$ cat config.mk
export PLATFORM = sky130hd
export DESIGN_NAME = ddr_mux
export DESIGN_NICKNAME = d
export VERILOG_FILES = /design/src/source/hwcnn_cmd_pkg.sv /design/src/source/ddr_mux.sv
export VERILOG_INCLUDE_DIRS = /design/src /design/src/source
export SDC_FILE = /design/constraint.sdc
export NUM_CORES = 1
export LEC_CHECK = 0
export BUFFER_PORTS_ARGS = -buffer_cell sky130_fd_sc_hd__buf_2
export CELL_PAD_IN_SITES_DETAIL_PLACEMENT = 0
export CELL_PAD_IN_SITES_GLOBAL_PLACEMENT = 1
export CORE_ASPECT_RATIO = 1.4
export CORE_MARGIN = 1
export CORE_UTILIZATION = 19
export DETAILED_ROUTE_END_ITERATION = 10
export MAX_ROUTING_LAYER = met4
export PLACE_DENSITY_LB_ADDON = 0.1
export SYNTH_ARGS = -nofsm -noshare
export SYNTH_HDL_FRONTEND = slang
export SYNTH_SLANG_ARGS = --single-unit
export TNS_END_PERCENT = 1
$ cat constraint.sdc
create_clock -name vclk -period 1.1
set_input_delay 0 -clock vclk [all_inputs]
set_output_delay 0 -clock vclk [all_outputs]
set_load 0.01 [all_outputs]
$ cat src/source/hwcnn_defines.svh
`ifndef HWCNN_DEFINES_SVH
`define HWCNN_DEFINES_SVH

////////////////////////////////////////////////////////////
// DDR side
////////////////////////////////////////////////////////////
`define HW_DDR_DATA_LEN 256
`define HW_DDR_ADDR_LEN 32
`define HW_SINGLE_LEN 24 // Length and count fields

////////////////////////////////////////////////////////////
// Buffers
////////////////////////////////////////////////////////////
`define HW_BIAS_LANES 8
`define HW_BIAS_LEN 20
`define HW_COM_DATALEN 24 // Bias width after readout

`define HW_WEIGHT_LANES 32

`define HW_ADDR_LEN_BB 7
`define HW_ADDR_LEN_WB 8

`define HW_SHIFT_LEN 5

`endif
$ cat src/source/hwcnn_cmd_pkg.sv
`include "hwcnn_defines.svh"

package hwcnn_cmd_pkg;

	typedef enum logic [1:0] {
		OP_NOP         = 2'd0,
		OP_LOAD_BIAS   = 2'd1,
		OP_LOAD_WEIGHT = 2'd2
	} opcode_t;

	// Buffer address sized for the larger weight buffer
	typedef struct packed {
		opcode_t                    op;
		logic [`HW_DDR_ADDR_LEN-1:0] ddr_addr;
		logic [`HW_SINGLE_LEN-1:0]   count;
		logic [`HW_ADDR_LEN_WB-1:0]  buf_addr;
	} inst_t;

	typedef struct packed {
		logic [`HW_DDR_ADDR_LEN-1:0] ddr_addr;
		logic [`HW_SINGLE_LEN-1:0]   len; // In bytes
	} ddr_cmd_t;

	typedef struct packed {
		logic [`HW_DDR_ADDR_LEN-1:0] ddr_addr;
		logic [`HW_SINGLE_LEN-1:0]   count; // In words
		logic [`HW_ADDR_LEN_WB-1:0]  buf_addr;
	} fetch_conf_t;

	typedef enum logic {
		SRC_BIAS   = 1'b0,
		SRC_WEIGHT = 1'b1
	} src_t;

endpackage

$ cat src/source/ddr_mux.sv
`timescale 1ns/1ps

module ddr_mux (
	input  hwcnn_cmd_pkg::src_t      sel,

	// Shared DDR read side
	output logic                     ddr_conf,
	output hwcnn_cmd_pkg::ddr_cmd_t  ddr_cmd,
	input  logic                     ddr_fifo_empty,
	output logic                     ddr_fifo_req,

	input  logic                     bias_ddr_conf,
	input  hwcnn_cmd_pkg::ddr_cmd_t  bias_ddr_cmd,
	output logic                     bias_ddr_fifo_empty,
	input  logic                     bias_ddr_fifo_req,

	input  logic                     weight_ddr_conf,
	input  hwcnn_cmd_pkg::ddr_cmd_t  weight_ddr_cmd,
	output logic                     weight_ddr_fifo_empty,
	input  logic                     weight_ddr_fifo_req
);

	logic use_weight;

	assign use_weight = (sel == hwcnn_cmd_pkg::SRC_WEIGHT);

	assign ddr_conf = use_weight ? weight_ddr_conf : bias_ddr_conf;
	assign ddr_cmd = use_weight ? weight_ddr_cmd : bias_ddr_cmd;
	assign ddr_fifo_req = use_weight ? weight_ddr_fifo_req : bias_ddr_fifo_req;

	// Unselected side sees a FIFO that is always empty
	assign bias_ddr_fifo_empty = use_weight ? 1'b1 : ddr_fifo_empty;
	assign weight_ddr_fifo_empty = use_weight ? ddr_fifo_empty : 1'b1;

endmodule

==> reports/qor.yml <==
outcome: "finished, final reports clean"
num_vias: 1218
timing_worst_slew_pin_value_ps: 174.3
drc_errors: 0
worstPathArrival_ps: 850
hold_class: "input pin to primary output"
drt_first_pass_iters: 4
fin_util_pct: 37.59
endpoint_kind: "primary output"
power_leakage_uw: 0.001217
area_growth_pct: 92.07
nFlopsAndLatches: 0
yosysMostFrequentCell: "mux2_4"
ir_worst_vdd_mv: 0.1050
fin_crit_sh_pct: 77.11
worstHoldStart: "ddr_fifo_empty"
p_per_area_mw_per_mm2: 432.8
max-cap-violations: 0
fin_nets: 362
cp-start-kind: "input pin"
finalHoldViolations: 0
diodes: 0
syn_area_sq_mm: 0.001010
netlist_top_cells_area: "mux2_4 (86%), buf_12 (9.9%), buf_8 (1.5%), buf_6 (1.1%), nand2b_1 (0.62%)"
min_path_cells: 3
portBuffers: 178
timing.hold.ws_ps: 279.9
avgSynthCellArea_sq_um: 15.07
die_x_microns: 63.61
synth.distinct_cells: 6
hold_path_end: "bias_ddr_fifo_empty"
antenna_found_initial: 0
fp.coreArea_sq_mm: 0.005159
rows: 31
yosysWarnings: 0
syn_inst: 67
seqCellArea_sq_um: 0
grt_max_degree: 18
yosysSeqAreaShare_pct: 0
critical_path_class: "input pin to primary output"
yosys.area.top_type: "mux2_4"
dpl.hpwl_microns: 3097
hold_buffers: 0
clock.fmax_mhz: 1179
syn_nets: 185
cts-resized-gates: 0
wl_per_cell_microns: 11.24
drtIter0Drc: 13
n_clock_buffer: 0
start_util_pct: 19.57
min_period_ps: 848.2
grt-ovfl-total: 0
yosys-top-cells-count: "mux2_4 (58), buf_12 (5)"
required_ps: 1100
setup_violations: 0
grt_pass1_vias: 1039
grt.total_usage_pct: 10.53
synth_top_area_share_pct: 86.25
postCtsSetupRepairBufs: 0
place.gp.congestion: 0.6566
grt_pass1_wl_microns: 4712
rsz0062_at_grt: "false"
slew_violations: 0
dieArea_sq_mm: 0.005614
fill_cells: 538
io_pins: 178
ant_nets: 0
vias_per_cell: 3.955
critPathMaxFanout: 17
drive_above_1_share_pct: 99.17
relSlewSlack_pct: 88.38
routed_wl_microns: 3462
fin_tns_setup_ps: 0
fp.dieH_microns: 88.26
## routing by layer
metal	global-route usage, %	up-vias	part of all wire (%)
li1	-	603	-
met5	-	-	0
met2	22.92	99	55
met3	1.804	0	11
met1	9.816	516	34
met4	0	0	0
## worst max path at each step
stage | startpoint | end
after floorplan | sel | ddr_cmd[46]
after global placement | sel | ddr_cmd[48]
after detailed placement | sel | ddr_cmd[52]
after CTS | sel | ddr_cmd[48]
after global routing | sel | ddr_cmd[39]
final | sel | ddr_cmd[48]
## cells by family (layout without fill, tap and decap cells)
| family | count (synthesis) | count (layout) | synth area share [%] |
|---|---|---|---|
| mux | 58 | 58 | 86.25 |
| buf+inv | 7 | 182 | 12.52 |
| simple gates | 2 | 2 | 1.240 |
## cells in the final DEF (no fill, tap or decap)
cell type,netlist,final
buf_12,5,4
mux2_4,58,58
nand2b_1,1,1
buf_4,0,1
or2_1,1,1
buf_2,0,177
## area by class of cell
type                            count  area, sq um  area share [%]
Timing Repair Buffer              182        973.4           50.19
Multi-Input combinational cell     60        883.3           45.55
Tap cell                           66        82.58           4.258
## power by group
group / total (uW) / internal, uW / switching (uW)
Clock: 0 / 0 / 0
Sequential: 0 / 0 / 0
Combinational: 839 / 534 / 305
## critical path, stage by stage
cell    delay, ps
buf_4         190
buf_12        200
mux2_4        310
buf_2         140
## through the flow
step	power, uW	setup WS, ps	cell area, sq um	cells
after floorplan	486.4	491.0	1010	67
after CTS	850.6	241.7	1939	308
final	839.4	251.8	1939	308
after detailed placement	848.8	248.0	1939	308
after global placement	844.9	247.4	1939	308
after global routing	901.8	218.9	1939	308
Power figures use the tool's default switching activity.
