[src/source/hwcnn_defines.svh]
`ifndef HWCNN_DEFINES_SVH
`define HWCNN_DEFINES_SVH

////////////////////////////////////////////////////////////
// DDR side
////////////////////////////////////////////////////////////
`define HW_DDR_DATA_LEN 256
`define HW_DDR_ADDR_LEN 32
`define HW_SINGLE_LEN 24 // Length and count fields

////////////////////////////////////////////////////////////
// Buffers
////////////////////////////////////////////////////////////
`define HW_BIAS_LANES 8
`define HW_BIAS_LEN 20
`define HW_COM_DATALEN 24 // Bias width after readout

`define HW_WEIGHT_LANES 32

`define HW_ADDR_LEN_BB 7
`define HW_ADDR_LEN_WB 8

`define HW_SHIFT_LEN 5

`endif
[src/source/hwcnn_cmd_pkg.sv]
`include "hwcnn_defines.svh"

package hwcnn_cmd_pkg;

	typedef enum logic [1:0] {
		OP_NOP         = 2'd0,
		OP_LOAD_BIAS   = 2'd1,
		OP_LOAD_WEIGHT = 2'd2
	} opcode_t;

	// Buffer address sized for the larger weight buffer
	typedef struct packed {
		opcode_t                    op;
		logic [`HW_DDR_ADDR_LEN-1:0] ddr_addr;
		logic [`HW_SINGLE_LEN-1:0]   count;
		logic [`HW_ADDR_LEN_WB-1:0]  buf_addr;
	} inst_t;

	typedef struct packed {
		logic [`HW_DDR_ADDR_LEN-1:0] ddr_addr;
		logic [`HW_SINGLE_LEN-1:0]   len; // In bytes
	} ddr_cmd_t;

	typedef struct packed {
		logic [`HW_DDR_ADDR_LEN-1:0] ddr_addr;
		logic [`HW_SINGLE_LEN-1:0]   count; // In words
		logic [`HW_ADDR_LEN_WB-1:0]  buf_addr;
	} fetch_conf_t;

	typedef enum logic {
		SRC_BIAS   = 1'b0,
		SRC_WEIGHT = 1'b1
	} src_t;

endpackage

[src/source/load_control.sv]
`timescale 1ns/1ps

module load_control (
	input  logic                        clk,
	input  logic                        rst,
	input  hwcnn_cmd_pkg::inst_t        instruct,
	input  logic                        inst_empty,
	output logic                        inst_req,
	output logic                        bias_conf,
	output logic                        weight_conf,
	output hwcnn_cmd_pkg::fetch_conf_t  conf,
	output hwcnn_cmd_pkg::src_t         sel,
	input  logic                        bias_idle,
	input  logic                        weight_idle,
	output logic                        busy
);

	typedef enum logic [1:0] {
		S_WAIT,
		S_CONF,
		S_LOAD
	} state_t;

	state_t                 state;
	hwcnn_cmd_pkg::opcode_t op;
	logic                   owner_idle;

	// Take the next instruction only with both controllers at rest
	assign inst_req = (state == S_WAIT) && !inst_empty && bias_idle && weight_idle;
	assign busy = (state != S_WAIT);

	assign bias_conf = (state == S_CONF) && (op == hwcnn_cmd_pkg::OP_LOAD_BIAS);
	assign weight_conf = (state == S_CONF) && (op == hwcnn_cmd_pkg::OP_LOAD_WEIGHT);

	assign owner_idle = (sel == hwcnn_cmd_pkg::SRC_WEIGHT) ? weight_idle : bias_idle;

	////////////////////////////////////////////////////////////
	// Sequencer
	////////////////////////////////////////////////////////////
	always_ff @(posedge clk) begin
		if (rst) begin
			state <= S_WAIT;
			op <= hwcnn_cmd_pkg::OP_NOP;
			sel <= hwcnn_cmd_pkg::SRC_BIAS;
		end else begin
			case (state)
				S_WAIT: begin
					if (inst_req) begin
						op <= instruct.op;
						case (instruct.op)
							hwcnn_cmd_pkg::OP_LOAD_BIAS: begin
								sel <= hwcnn_cmd_pkg::SRC_BIAS;
								state <= S_CONF;
							end
							hwcnn_cmd_pkg::OP_LOAD_WEIGHT: begin
								sel <= hwcnn_cmd_pkg::SRC_WEIGHT;
								state <= S_CONF;
							end
							default: state <= S_WAIT; // NOP, nothing to launch
						endcase
					end
				end
				S_CONF: state <= S_LOAD;
				S_LOAD: begin
					if (owner_idle) begin
						state <= S_WAIT;
					end
				end
				default: state <= S_WAIT;
			endcase
		end
	end

	// Fetch parameters of the accepted instruction
	always_ff @(posedge clk) begin
		if (inst_req) begin
			conf <= '{ddr_addr: instruct.ddr_addr,
				count: instruct.count,
				buf_addr: instruct.buf_addr};
		end
	end

endmodule

[config.mk]
export PLATFORM = sky130hd
export DESIGN_NAME = load_control
export DESIGN_NICKNAME = d
export VERILOG_FILES = /design/src/source/hwcnn_cmd_pkg.sv /design/src/source/load_control.sv
export VERILOG_INCLUDE_DIRS = /design/src /design/src/source
export SDC_FILE = /design/constraint.sdc
export NUM_CORES = 1
export LEC_CHECK = 0
export BUFFER_PORTS_ARGS = -buffer_cell sky130_fd_sc_hd__buf_4
export CAP_MARGIN = 5
export CORE_ASPECT_RATIO = 1.1
export CORE_MARGIN = 1
export CORE_UTILIZATION = 37
export CTS_BUF_LIST = sky130_fd_sc_hd__clkbuf_4 sky130_fd_sc_hd__clkbuf_8 sky130_fd_sc_hd__clkbuf_16
export CTS_CLUSTER_SIZE = 12
export DETAILED_ROUTE_END_ITERATION = 16
export GPL_TIMING_DRIVEN = 0
export HOLD_SLACK_MARGIN = 0.06
export PLACE_DENSITY = 0.81
export SLEW_MARGIN = 20
export SYNTH_ARGS = -nofsm -noshare
export SYNTH_HDL_FRONTEND = slang
export SYNTH_SLANG_ARGS = --single-unit
[constraint.sdc]
create_clock -name clk -period 2.2 [get_ports clk]
set_input_delay 0.44 -clock clk [delete_from_list [all_inputs] [get_ports clk]]
set_output_delay 0.44 -clock clk [all_outputs]
set_load 0.02 [all_outputs]
==> flow_summary.toml <==
[status]
status = "completed"

[grt]
grt_use_total = 0.157
grt_max_degree = 31
antenna_found_initial = 0
grt_pass1_vias = 1468
gr-total-overflow = 0
grt_pass1_wl_mm = 7.03

[drt]
vias_per_cell = 4.30
drt-pass1-iter-count = 4
vias = 1403
drt_iter0_markers = 36
drt-total-wl_mm = 4.70
drc = 0
ant_nets = 0
post_drt_wl_per_cell_um = 14.4

[clock_tree]
cts-root-buf = "clkbuf_8"
cts_hold_buffers = 0
cts_tree = "yes"
cts_buffers = 9
cts_resized = 0
h-tree-depth = 3
insertion_delay_ns = 0.32
post-cts-setup-buffers = 0
path_clk_slew_ns = 0.08
clock-sinks = 69
cts.path.max_buffers = 2

[yosys]
ys_types = 14
yosysMostFrequentCell = "edfxtp_1"
ys_ff_latch = 69
synth.largest_area_cell = "edfxtp_1"
synthFlopType = "edfxtp_1"
synthTopCellsByCount = "64 x edfxtp_1, 7 x nand2b_1, 5 x dfxtp_1"
async_reset_ff_frac = 0
ys_warn_count = 0
seq_area_frac_synth = 0.918
synth_area_per_cell_um2 = 24.2
synth_top_area_share = 0.872
synthCells = 91
synth-edff-count = 64
synth_area_um2 = 2200
syn_nets = 163
synthTopCellsByArea = "edfxtp_1 87%, dfxtp_1 4.5%, nand2b_1 2.0%"

[die]
core_region_area_um2 = 5770
fp.dieH_um = 82.9
rows = 29
die_w_um = 75.6
dieArea_um2 = 6270
io-pin-count = 140
initial_core_util = 0.382

[sta]
tns_ns = 0
post-route-period-util = 0.892
finClkSkew_ns = 0.00640
fmaxAchievable_mhz = 509
relSlewSlack = 0.670
fin_crit_ns = 1.96
fin_hold_ws_ns = 0.287
slew_violations = 0
rsz0062_at_grt = "false"
finalSetupViolations = 0
tightest_slew_ns = 0.494
finalHoldViolCount = 0

[finish]
n_fill_cell = 454
finalNonFillerCells = 326
diodes = 0
synthToLayoutAreaGrowth_pct = 62.1
final_layout_size_suffix_gt1_frac = 0.647
final_nets = 316

[setup_path]
cp_cell_sequence = "or2_4 -> nor2_4 -> buf_4"
crit_arrival_ns = 1.52
critPathMaxFanout = 11
critical_path_class = "register to output port"
slowest_delay_ns = 0.35
cp-end-kind = "output port"
crit_path_start_kind = "register"
critPathRequiredTime_ns = 1.76
cp_slowest_cell = "nor2_4"

[place]
hpwl_mm = 3.51
placed_cells = 309
place.port_buffers = 139
gp_congestion = 0.672

[pwr]
p_leak_uw = 0.00147
power.density_nw_per_um2 = 722
ir_drop_uv = 490

[min_path]
hold_path.class = "primary input to register"

[run]
maxCapViolCount = 0
==> path summary, 6_finish.rpt <==
check / startpoint / to / slack, ns / depth (start not counted)
max: state[1] / inst_req / 0.24 / 3
min reg2reg: op[0] / op[0] / 0.49 / 2
min: instruct[6] / conf[6] / 0.29 / 1
max reg2reg: state[1] / conf[7] / 0.49 / 4
==> where the power goes <==
| group | switching, uW | internal [uW] |
|---|---|---|
| Clock | 454 | 400 |
| Combinational | 104 | 135 |
| Sequential | 10.7 | 1480 |
| Total | 569 | 2010 |
==> routing by layer <==
layer,track usage,up-vias,part of all wire,wire [um]
met1,0.162,661,0.36,1700
li1,-,666,-,-
met2,0.266,72,0.53,2480
met5,0,-,0,0
met3,0.0692,4,0.10,483
met4,0.0707,0,0.0066,31
==> kinds of logic (layout without fill, tap and decap cells) <==
logic type	after synthesis	in the layout	synth area share
AO/OA/AOI/OAI	1	1	0.00227
adder cells (fa/ha/maj)	1	1	0.00568
buffers and inverters	1	158	0.00170
flip-flops	69	69	0.918
multiplexers	4	4	0.0182
AND/OR/NAND/NOR	15	16	0.0545
==> state kept, by name, summed over array words and instances (netlist names) <==
name / flops
sel: 1
conf: 64
state: 2
op: 2
==> critical path, delay by kind of cell (launching register included) <==
kind	cells	cell delay (ns)
buffers and inverters	1	0.22
flip-flops	1	0.33
AND/OR/NAND/NOR	2	0.65
==> cells in the final DEF, fill, tap and decap left out, types with 2 or more instances in the layout <==
master,n
dfxtp_1,5
clkinv_2,3
mux2i_1,4
edfxtp_1,64
buf_4,139
nand2b_1,7
nor3b_1,2
clkbuf_8,9
clkinvlp_4,2
==> layout make-up <==
type                            instances  area [um^2]  share of cell area
Sequential cell                        69         2020               0.566
Timing Repair Buffer                  141         1090               0.305
Multi-Input combinational cell         22          193              0.0539
Clock buffer                            9          124              0.0347
Tap cell                               77         96.3              0.0270
Clock inverter                          7         42.5              0.0119
Inverter                                1         3.75             0.00105
==> per-stage QoR <==
| stage | power [uW] | setup slack, ns | cell area (um^2) | utilization |
|---|---|---|---|---|
| detailed placement | 1760 | 0.136 | 3400 | 0.589 |
| global route | 2690 | 0.162 | 3570 | 0.619 |
| finish | 2580 | 0.237 | 3570 | 0.619 |
| CTS | 2610 | 0.0174 | 3570 | 0.618 |
| floorplan | 1590 | 0.0326 | 2210 | - |
| global placement | 1740 | -0.652 | 3350 | 0.581 |
Note: power is estimated with default switching activity, not from simulation.
