==> config.mk <==
export PLATFORM = sky130hd
export DESIGN_NAME = fifo_fetch
export DESIGN_NICKNAME = d
export VERILOG_FILES = /design/src/source/hwcnn_cmd_pkg.sv /design/src/source/fifo_fetch.sv
export VERILOG_INCLUDE_DIRS = /design/src /design/src/source
export SDC_FILE = /design/constraint.sdc
export NUM_CORES = 1
export LEC_CHECK = 0
export BUFFER_PORTS_ARGS = -buffer_cell sky130_fd_sc_hd__buf_4
export CORE_AREA = 8 8 249 251
export DETAILED_ROUTE_END_ITERATION = 8
export DIE_AREA = 0 0 257 259
export SETUP_SLACK_MARGIN = 0.2
export SLEW_MARGIN = 10
export SYNTH_ARGS = -nofsm -noshare
export SYNTH_HDL_FRONTEND = slang
export SYNTH_SLANG_ARGS = --single-unit
==> constraint.sdc <==
create_clock -name clk -period 2.5 [get_ports clk]
set_input_delay 0.5 -clock clk [delete_from_list [all_inputs] [get_ports clk]]
set_output_delay 0.5 -clock clk [all_outputs]
set_load 0.05 [all_outputs]
==> src/source/hwcnn_defines.svh <==
`ifndef HWCNN_DEFINES_SVH
`define HWCNN_DEFINES_SVH

////////////////////////////////////////////////////////////
// DDR side
////////////////////////////////////////////////////////////
`define HW_DDR_DATA_LEN 256
`define HW_DDR_ADDR_LEN 32
`define HW_SINGLE_LEN 24 // Length and count fields

////////////////////////////////////////////////////////////
// Buffers
////////////////////////////////////////////////////////////
`define HW_BIAS_LANES 8
`define HW_BIAS_LEN 20
`define HW_COM_DATALEN 24 // Bias width after readout

`define HW_WEIGHT_LANES 32

`define HW_ADDR_LEN_BB 7
`define HW_ADDR_LEN_WB 8

`define HW_SHIFT_LEN 5

`endif
==> src/source/hwcnn_cmd_pkg.sv <==
`include "hwcnn_defines.svh"

package hwcnn_cmd_pkg;

	typedef enum logic [1:0] {
		OP_NOP         = 2'd0,
		OP_LOAD_BIAS   = 2'd1,
		OP_LOAD_WEIGHT = 2'd2
	} opcode_t;

	// Buffer address sized for the larger weight buffer
	typedef struct packed {
		opcode_t                    op;
		logic [`HW_DDR_ADDR_LEN-1:0] ddr_addr;
		logic [`HW_SINGLE_LEN-1:0]   count;
		logic [`HW_ADDR_LEN_WB-1:0]  buf_addr;
	} inst_t;

	typedef struct packed {
		logic [`HW_DDR_ADDR_LEN-1:0] ddr_addr;
		logic [`HW_SINGLE_LEN-1:0]   len; // In bytes
	} ddr_cmd_t;

	typedef struct packed {
		logic [`HW_DDR_ADDR_LEN-1:0] ddr_addr;
		logic [`HW_SINGLE_LEN-1:0]   count; // In words
		logic [`HW_ADDR_LEN_WB-1:0]  buf_addr;
	} fetch_conf_t;

	typedef enum logic {
		SRC_BIAS   = 1'b0,
		SRC_WEIGHT = 1'b1
	} src_t;

endpackage

==> src/source/fifo_fetch.sv <==
`timescale 1ns/1ps

`include "hwcnn_defines.svh"

module fifo_fetch #(
	parameter type payload_t = logic [`HW_DDR_DATA_LEN-1:0],
	parameter int  ADDR_LEN  = `HW_ADDR_LEN_WB
) (
	input  logic                         clk,
	input  logic                         rst,
	input  logic                         conf,
	input  hwcnn_cmd_pkg::fetch_conf_t   conf_data,
	output logic                         ddr_conf,
	output hwcnn_cmd_pkg::ddr_cmd_t      ddr_cmd,
	input  logic                         ddr_fifo_empty,
	output logic                         ddr_fifo_req,
	input  logic [`HW_DDR_DATA_LEN-1:0]  ddr_fifo_data,
	output logic                         buf_wea,
	output logic [ADDR_LEN-1:0]          buf_addr,
	output payload_t                     buf_data,
	output logic                         idle
);

	localparam int BEAT_SHIFT = $clog2(`HW_DDR_DATA_LEN / 8); // Bytes per beat

	hwcnn_cmd_pkg::fetch_conf_t cfg;
	logic [`HW_SINGLE_LEN-1:0]  req_cnt;
	logic [`HW_SINGLE_LEN-1:0]  wr_cnt;
	logic                       start;
	logic                       done;

	assign start = conf && idle;
	assign done = (buf_wea && (wr_cnt + 1'b1 == cfg.count)) ||
		(ddr_conf && (cfg.count == '0));

	assign ddr_cmd = '{ddr_addr: cfg.ddr_addr, len: cfg.count << BEAT_SHIFT};

	// Pop only once the read command is out and beats remain
	assign ddr_fifo_req = !idle && !ddr_conf && !ddr_fifo_empty && (req_cnt != cfg.count);

	// Popped beat is on the bus one cycle after req
	assign buf_data = payload_t'(ddr_fifo_data);
	assign buf_addr = ADDR_LEN'(cfg.buf_addr + wr_cnt);

	always_ff @(posedge clk) begin
		if (rst) begin
			idle <= 1'b1;
			ddr_conf <= 1'b0;
			buf_wea <= 1'b0;
			req_cnt <= '0;
			wr_cnt <= '0;
		end else begin
			ddr_conf <= start;
			buf_wea <= ddr_fifo_req;
			if (start) begin
				idle <= 1'b0;
				req_cnt <= '0;
				wr_cnt <= '0;
			end else if (!idle) begin
				if (ddr_fifo_req) begin
					req_cnt <= req_cnt + 1'b1;
				end
				if (buf_wea) begin
					wr_cnt <= wr_cnt + 1'b1;
				end
				if (done) begin
					idle <= 1'b1;
				end
			end
		end
	end

	always_ff @(posedge clk) begin
		if (start) begin
			cfg <= conf_data;
		end
	end

endmodule

==> metrics.txt, run 1 <==
status finished, violations left; failing checks negative setup slack; Initial Util 13.7%; post-synth cell types 62; sw frac roughly a quarter; final setup fails 5; reg2reg setup slack about 0.27 ns; sequential-to-total area share from yosys stat 36.8%; Core Rows ~90; Residual DRC 0; Leak 3.19 nW; largest net degree at the start of global routing 31; crit end category output pin; Async SR Flop Fraction 0%; hpwl dp between 40,000 and 50,000 um; Core ar. roughly 58,000 um^2; clock transition at the registers of the reported paths 0.07 ns; CTS tree built; R2R depth 9; Clk pwr share 47.8%; Iter 0 DRT Violations between 300 and 400; most frequent cells in the layout buf_4 (176), edfxtp_1 (64), nor2_1 (50); top_reg_cell synth edfxtp_1; Post-Place Cell Area just under 8000 um^2; worst slew pin tran 0.603 ns; Flop pwr share about 40%; Worst-Skew Late Latency around 0.43 ns; worst path required time around 2 ns; relative slew slack 59.8%; final setup TNS -0.693 ns; ranking of synthesized cells by area buf_4 (29%), edfxtp_1 (24%), dfxtp_1 (13%); Final nets around 1,000; vias per std cell around 3.6; Design Area, Final 8860 um^2; GRT Util Overall roughly 15%; Syn-to-layout area delta 10.8%; DR WL/cell around 35 um; port bufs 130; Pwr Density ~600 nW/um^2; Hold Startpoint conf_data[63]; clock sink count approximately 120; 1st-pass router iterations 5; Avg Cell Area, Syn between 9 and 10 um^2; fin crit share 109%; r2r endpoint req_cnt[19]$_SDFFE_PP0P_; Cell Int Power around 3.9 mW; Startpoint Class flop; commonest non-fill, non-tap cell in the layout buf_4; clk_skew 0.0123 ns; critical path type reg -> out; final WL ~52,000 um; Yosys top cell by area buf_4; Worst Path Arrival 2.23 ns; Remaining Overflow, GRT 0; final hold slack between 0.2 and 0.25 ns; share of layout cells above drive strength 1 roughly 39%; Num CTS Buffers 17; # diodes 0; Hold Path Depth 1; fill cell count 6,479; final hold vios 0; I/O pins around 650; Seq. cell area roughly 3000 um^2; vias in the first global route approximately 5,400; DIE AREA ~67,000 um^2; hold_buf cts 0; GPL Wtd Cong between 0.9 and 1; die width around 260 um; setup ws final -0.233 ns; Syn. warnings 0; Synth Instances approximately 830; unrepaired setup endpoints after global routing true; post-layout util 15.2%; hold path endpoint ddr_cmd[55]$_DFFE_PP_; Root Buffer clkbuf_16; post-route antenna net violation count 0; Switch Pwr between 1 and 1.5 mW; min cycle time layout between 2 and 3 ns; worst-path fanout max 2; Critical R2R Launch cfg[31]$_DFFE_PP_; max-slew violations 0; area share of the largest cell type after synthesis slightly below 30%; number of synthesized flops with an enable pin 64; initial antenna violation count 1; Yosys reg bits 115; first-pass GRT wire length 62,900 um; fmax 366 MHz; die height 259 um; max cap viols 0; Mapped Area ~8000 um^2; CTS Buffer Depth 2; Hold WC Path Type in -> reg; CP startpoint cfg[0]$_DFFE_PP_; overall power 5.29 mW; multi-input logic area roughly 2800 um^2; Comb power frac 12.2%; VDD IR-drop max slightly above 500 uV; H-tree depth 4; Vias ~5,300
## metrics by stage
stage / setup WS, ns / cells
floorplan: 0.126 / 836
global placement: -0.00524 / 1443
detailed placement: -0.00466 / 1443
CTS: -0.288 / 1485
global route: -0.360 / 1497
finish: -0.233 / 1497
## sequential cells by signal, summed over array words and instances (netlist names)
| register | flops |
|---|---|
| ddr_cmd | 51 |
| req_cnt | 24 |
| wr_cnt | 24 |
| cfg | 13 |
| buf_wea | 1 |
| ddr_conf | 1 |
| idle | 1 |
## synthesized netlist by cell type, drive strengths merged (2+ instances only)
library cell and number:
buf 317, edfxtp 64, dfxtp 51, nor2 51, xor2 47, xnor2 43
nand2 31, a21oi 26, clkbuf 18, nand3 16, nand4 16, nor4 14
nor3 13, inv 12, or3 10, and4 9, ha 9, o21ai 9
and3 7, or4 7, o31ai 6, a31o 5, nand2b 5, a211oi 4
nor2b 4, a31oi 3, o2111ai 3, a21boi 2, a21o 2, a41o 2
and2 2, nor4b 2, o211ai 2, o21bai 2, o22ai 2
## worst max-delay path, cell delays in order (launching register included)
cell and delay, ns:
edfxtp_1 0.41, ha_4 0.18, inv_2 0.05, fa_2 0.20, inv_2 0.04, a21oi_2 0.10
o21bai_1 0.09, a21o_1 0.21, a21oi_4 0.20, xnor2_4 0.13, buf_6 0.18
## worst max-delay path by stage
stage	slack [ns]	to
after floorplan	0.13	buf_addr[5]
after global placement	-0.005	buf_addr[7]
after detailed placement	-0.005	buf_addr[7]
after CTS	-0.29	buf_addr[6]
after global routing	-0.36	buf_addr[6]
final	-0.23	buf_addr[6]
## area by class of cell
type,instances,area share [%]
multi-input combinational,374,31.3
tap,773,10.9
timing repair buffer,191,17.0
sequential,115,33.4
clock inverter,14,2.02
clock buffer,18,4.84
inverter,12,0.551
## cell families (layout without fill, tap and decap cells)
group	after synthesis	after routing	share of synthesized area, %
multiplexers	2	2	0.266
flip-flops	115	115	36.8
buffers and inverters	347	235	31.5
XOR/XNOR	90	90	9.86
AO/OA/AOI/OAI	77	77	6.82
AND/OR/NAND/NOR	189	189	12.9
other	1	5	0.0469
adder cells (fa/ha/maj)	11	11	1.78
## timing repair
| item | CTS | global route |
|---|---|---|
| gates cloned | 0 | 1 |
| gates resized for setup | 27 | 25 |
| pin swaps | 15 | 12 |
| buffers inserted | 10 | 11 |
| setup endpoints to repair | 8 | 13 |
## power groups by stage
stage          registers [mW]  clock network (mW)  logic [mW]
2_1_floorplan            2.16                   0        1.50
3_3_place_gp             2.16                   0       0.612
3_5_place_dp             2.16                   0       0.617
4_1_cts                  2.12                2.61       0.643
5_1_grt                  2.12                2.69       0.677
6_report                 2.11                2.53       0.646
## per-layer routing
layer  part of all wire, %  global-route usage [%]
met2                    52                    27.0
met3                    27                    19.2
met1                    19                    7.79
met4                   1.5                    2.81
met5                 0.019                       0
(Power assumes the default switching activity.)
==> run 2, diff against run 1 <==
==> constraint.sdc (replaced) <==
create_clock -name clk -period 2.5 [get_ports clk]
set_input_delay 0.25 -clock clk [delete_from_list [all_inputs] [get_ports clk]]
set_output_delay 0.25 -clock clk [all_outputs]
set_load 0.05 [all_outputs]
==> run 2 against run 1 <==
Compared with the run above: the flow still finishes with violations (negative setup slack); combinational power up 11%; flip-flop and latch count unchanged; first-iteration DRC count down 10%; clock power about the same; setup slack better by 0.22 ns; wire length up 1.3%; maximum frequency up 8.7%; die area unchanged; critical path type unchanged; highest routed layer unchanged.
==> metrics.txt, run 2 (synthesis results as in run 1) <==
Final nets 1,097 (+5.0%); vias in the first global route 5,707 (+5.9%); CTS Buffer Depth 2 (unchanged); critical path endpoint buf_addr[6]; Pwr Density 574 nW/um^2 (-3.9%); VDD IR-drop max 614 uV (+21%); port bufs 130 (unchanged); Startpoint Class flop; Num CTS Buffers 17 (unchanged); Worst Path Arrival 2.26 ns (+0.03 ns); largest net degree at the start of global routing 32 (+3.2%); Core Rows 89 (unchanged); unrepaired setup endpoints after global routing true; crit end category output pin; clock transition at the registers of the reported paths 0.06 ns (about the same); clk_skew 0.0119 ns (-0.000337 ns); final WL 52,600 um (+1.3%); Iter 0 DRT Violations 343 (-10%); Design Area, Final 9340 um^2 (+5.5%); commonest non-fill, non-tap cell in the layout buf_4; worst path required time 2.25 ns (+0.25 ns); vias per std cell 3.56 (+0.15%); fin crit share 101% (-8.8 points); Syn-to-layout area delta 16.9%; Critical R2R Launch req_cnt[3]$_SDFFE_PP0P_; final hold vios 0 (unchanged); CP startpoint cfg[0]$_DFFE_PP_; CTS tree built; fmax 398 MHz (+8.7%); share of layout cells above drive strength 1 34.3% (-4.4 points); DIE AREA 66,600 um^2 (unchanged); Residual DRC 0 (unchanged); Place WS 0.226 ns (+0.231 ns); die width 257 um (unchanged); GPL Wtd Cong 0.879 (-2.7%); Core ar. 58,200 um^2 (unchanged); H-tree depth 4 (unchanged); relative slew slack 62.6% (+2.8 points); R2R depth 6 (-3); Hold WC Path Type in -> reg; hpwl dp 46,600 um (about the same); clock sink count 115 (unchanged); post-route antenna net violation count 0 (unchanged); critical path type reg -> out; worst slew pin tran 0.560 ns (-0.0426 ns); # diodes 0 (unchanged); min cycle time layout 2.51 ns (-0.219 ns); DR WL/cell 33.9 um (-2.1%); Initial Util 13.7% (unchanged); failing checks negative setup slack; GRT Util Overall 14.9% (+0.26 points); Root Buffer clkbuf_16; die height 259 um (unchanged); Vias 5,510 (+3.6%); r2r endpoint req_cnt[21]$_SDFFE_PP0P_; max reg flops 51 (unchanged); Leak 3.39 nW (+6.3%); most frequent cells in the layout buf_4 (173), edfxtp_1 (64), dlygate4sd3_1 (60); reg2reg setup slack 0.25 ns (-0.02 ns); max-slew violations 0 (unchanged); final setup fails 1 (-4); first-pass GRT wire length 64,600 um (+2.7%); setup ws final -0.0137 ns (+0.219 ns); max cap viols 0 (unchanged); initial antenna violation count 0 (-1); Remaining Overflow, GRT 0 (unchanged); status finished, violations left; worst-path fanout max 2 (unchanged); Worst-Skew Late Latency 0.43 ns (about the same); Post-Place Cell Area 7820 um^2 (-0.81%); 1st-pass router iterations 4 (-1); I/O pins 648 (unchanged)
[run 2: worst min path at each step]
stage	endpoint	cells after the start	startpoint	slack (ns)
2_1_floorplan	buf_wea$_SDFF_PP0_	1	rst	0.32
3_3_place_gp	cfg[2]$_DFFE_PP_	1	conf_data[2]	0.43
4_1_cts	cfg[31]$_DFFE_PP_	1	conf_data[31]	0.01
3_5_place_dp	ddr_cmd[28]$_DFFE_PP_	1	conf_data[36]	0.43
5_1_grt	cfg[31]$_DFFE_PP_	1	conf_data[31]	0.004
6_report	cfg[31]$_DFFE_PP_	1	conf_data[31]	0.02
[run 2: stage by stage]
step                      util (%)  hold slack (ns)  cells  TNS [ns]  total power, mW
after floorplan                  -            0.322    836         0             3.65
after global placement        13.4            0.428   1440         0             2.78
after detailed placement      13.4            0.429   1440         0             2.78
after CTS                     15.8           0.0136   1542         0             5.42
after global routing          16.0          0.00435   1549    -0.259             5.55
final                         16.0           0.0181   1549   -0.0137             5.36
[run 2: final cells by class]
cell class              instances  area (um^2)
repair buffers                243         2030
inverters                      12         48.8
clock buffers                  18          439
clock inverters                14          165
flip-flops and latches        115         2950
well taps                     773          967
fillers                      6444        48900
multi-input cells             374         2740
[run 2: worst max-delay path, cell delays in order (launching register included)]
cell and delay [ns]:
edfxtp_1 0.43, ha_4 0.19, inv_2 0.05, fa_2 0.20
inv_2 0.04, a21oi_2 0.10, o21bai_1 0.09, a21o_1 0.21
a21oi_4 0.22, xnor2_4 0.13, buf_6 0.17
[run 2: routing by layer]
metal	track usage, %	wire length, um
met4	3.00	810
met1	7.71	9510
met3	18.8	14000
met2	27.9	28000
met5	2.70	247
[run 2: report_power, final]
group / total [mW] / switching (mW) / leakage, nW / internal, mW
clock network: 2.53 / 1.00 / 0.291 / 1.52
logic: 0.719 / 0.426 / 2.07 / 0.293
registers: 2.12 / 0.0475 / 1.02 / 2.07
total: 5.36 / 1.48 / 3.39 / 3.88
[run 2: what timing repair did]
| item | in CTS | in global routing |
|---|---|---|
| hold buffers | 60 | 0 |
| gates cloned | 0 | 0 |
| endpoints found under the hold margin | 60 | 0 |
| gates resized for setup | 29 | 19 |
| pin swaps | 14 | 14 |
| endpoints found under the setup margin | 6 | 16 |
| setup buffers | 10 | 7 |
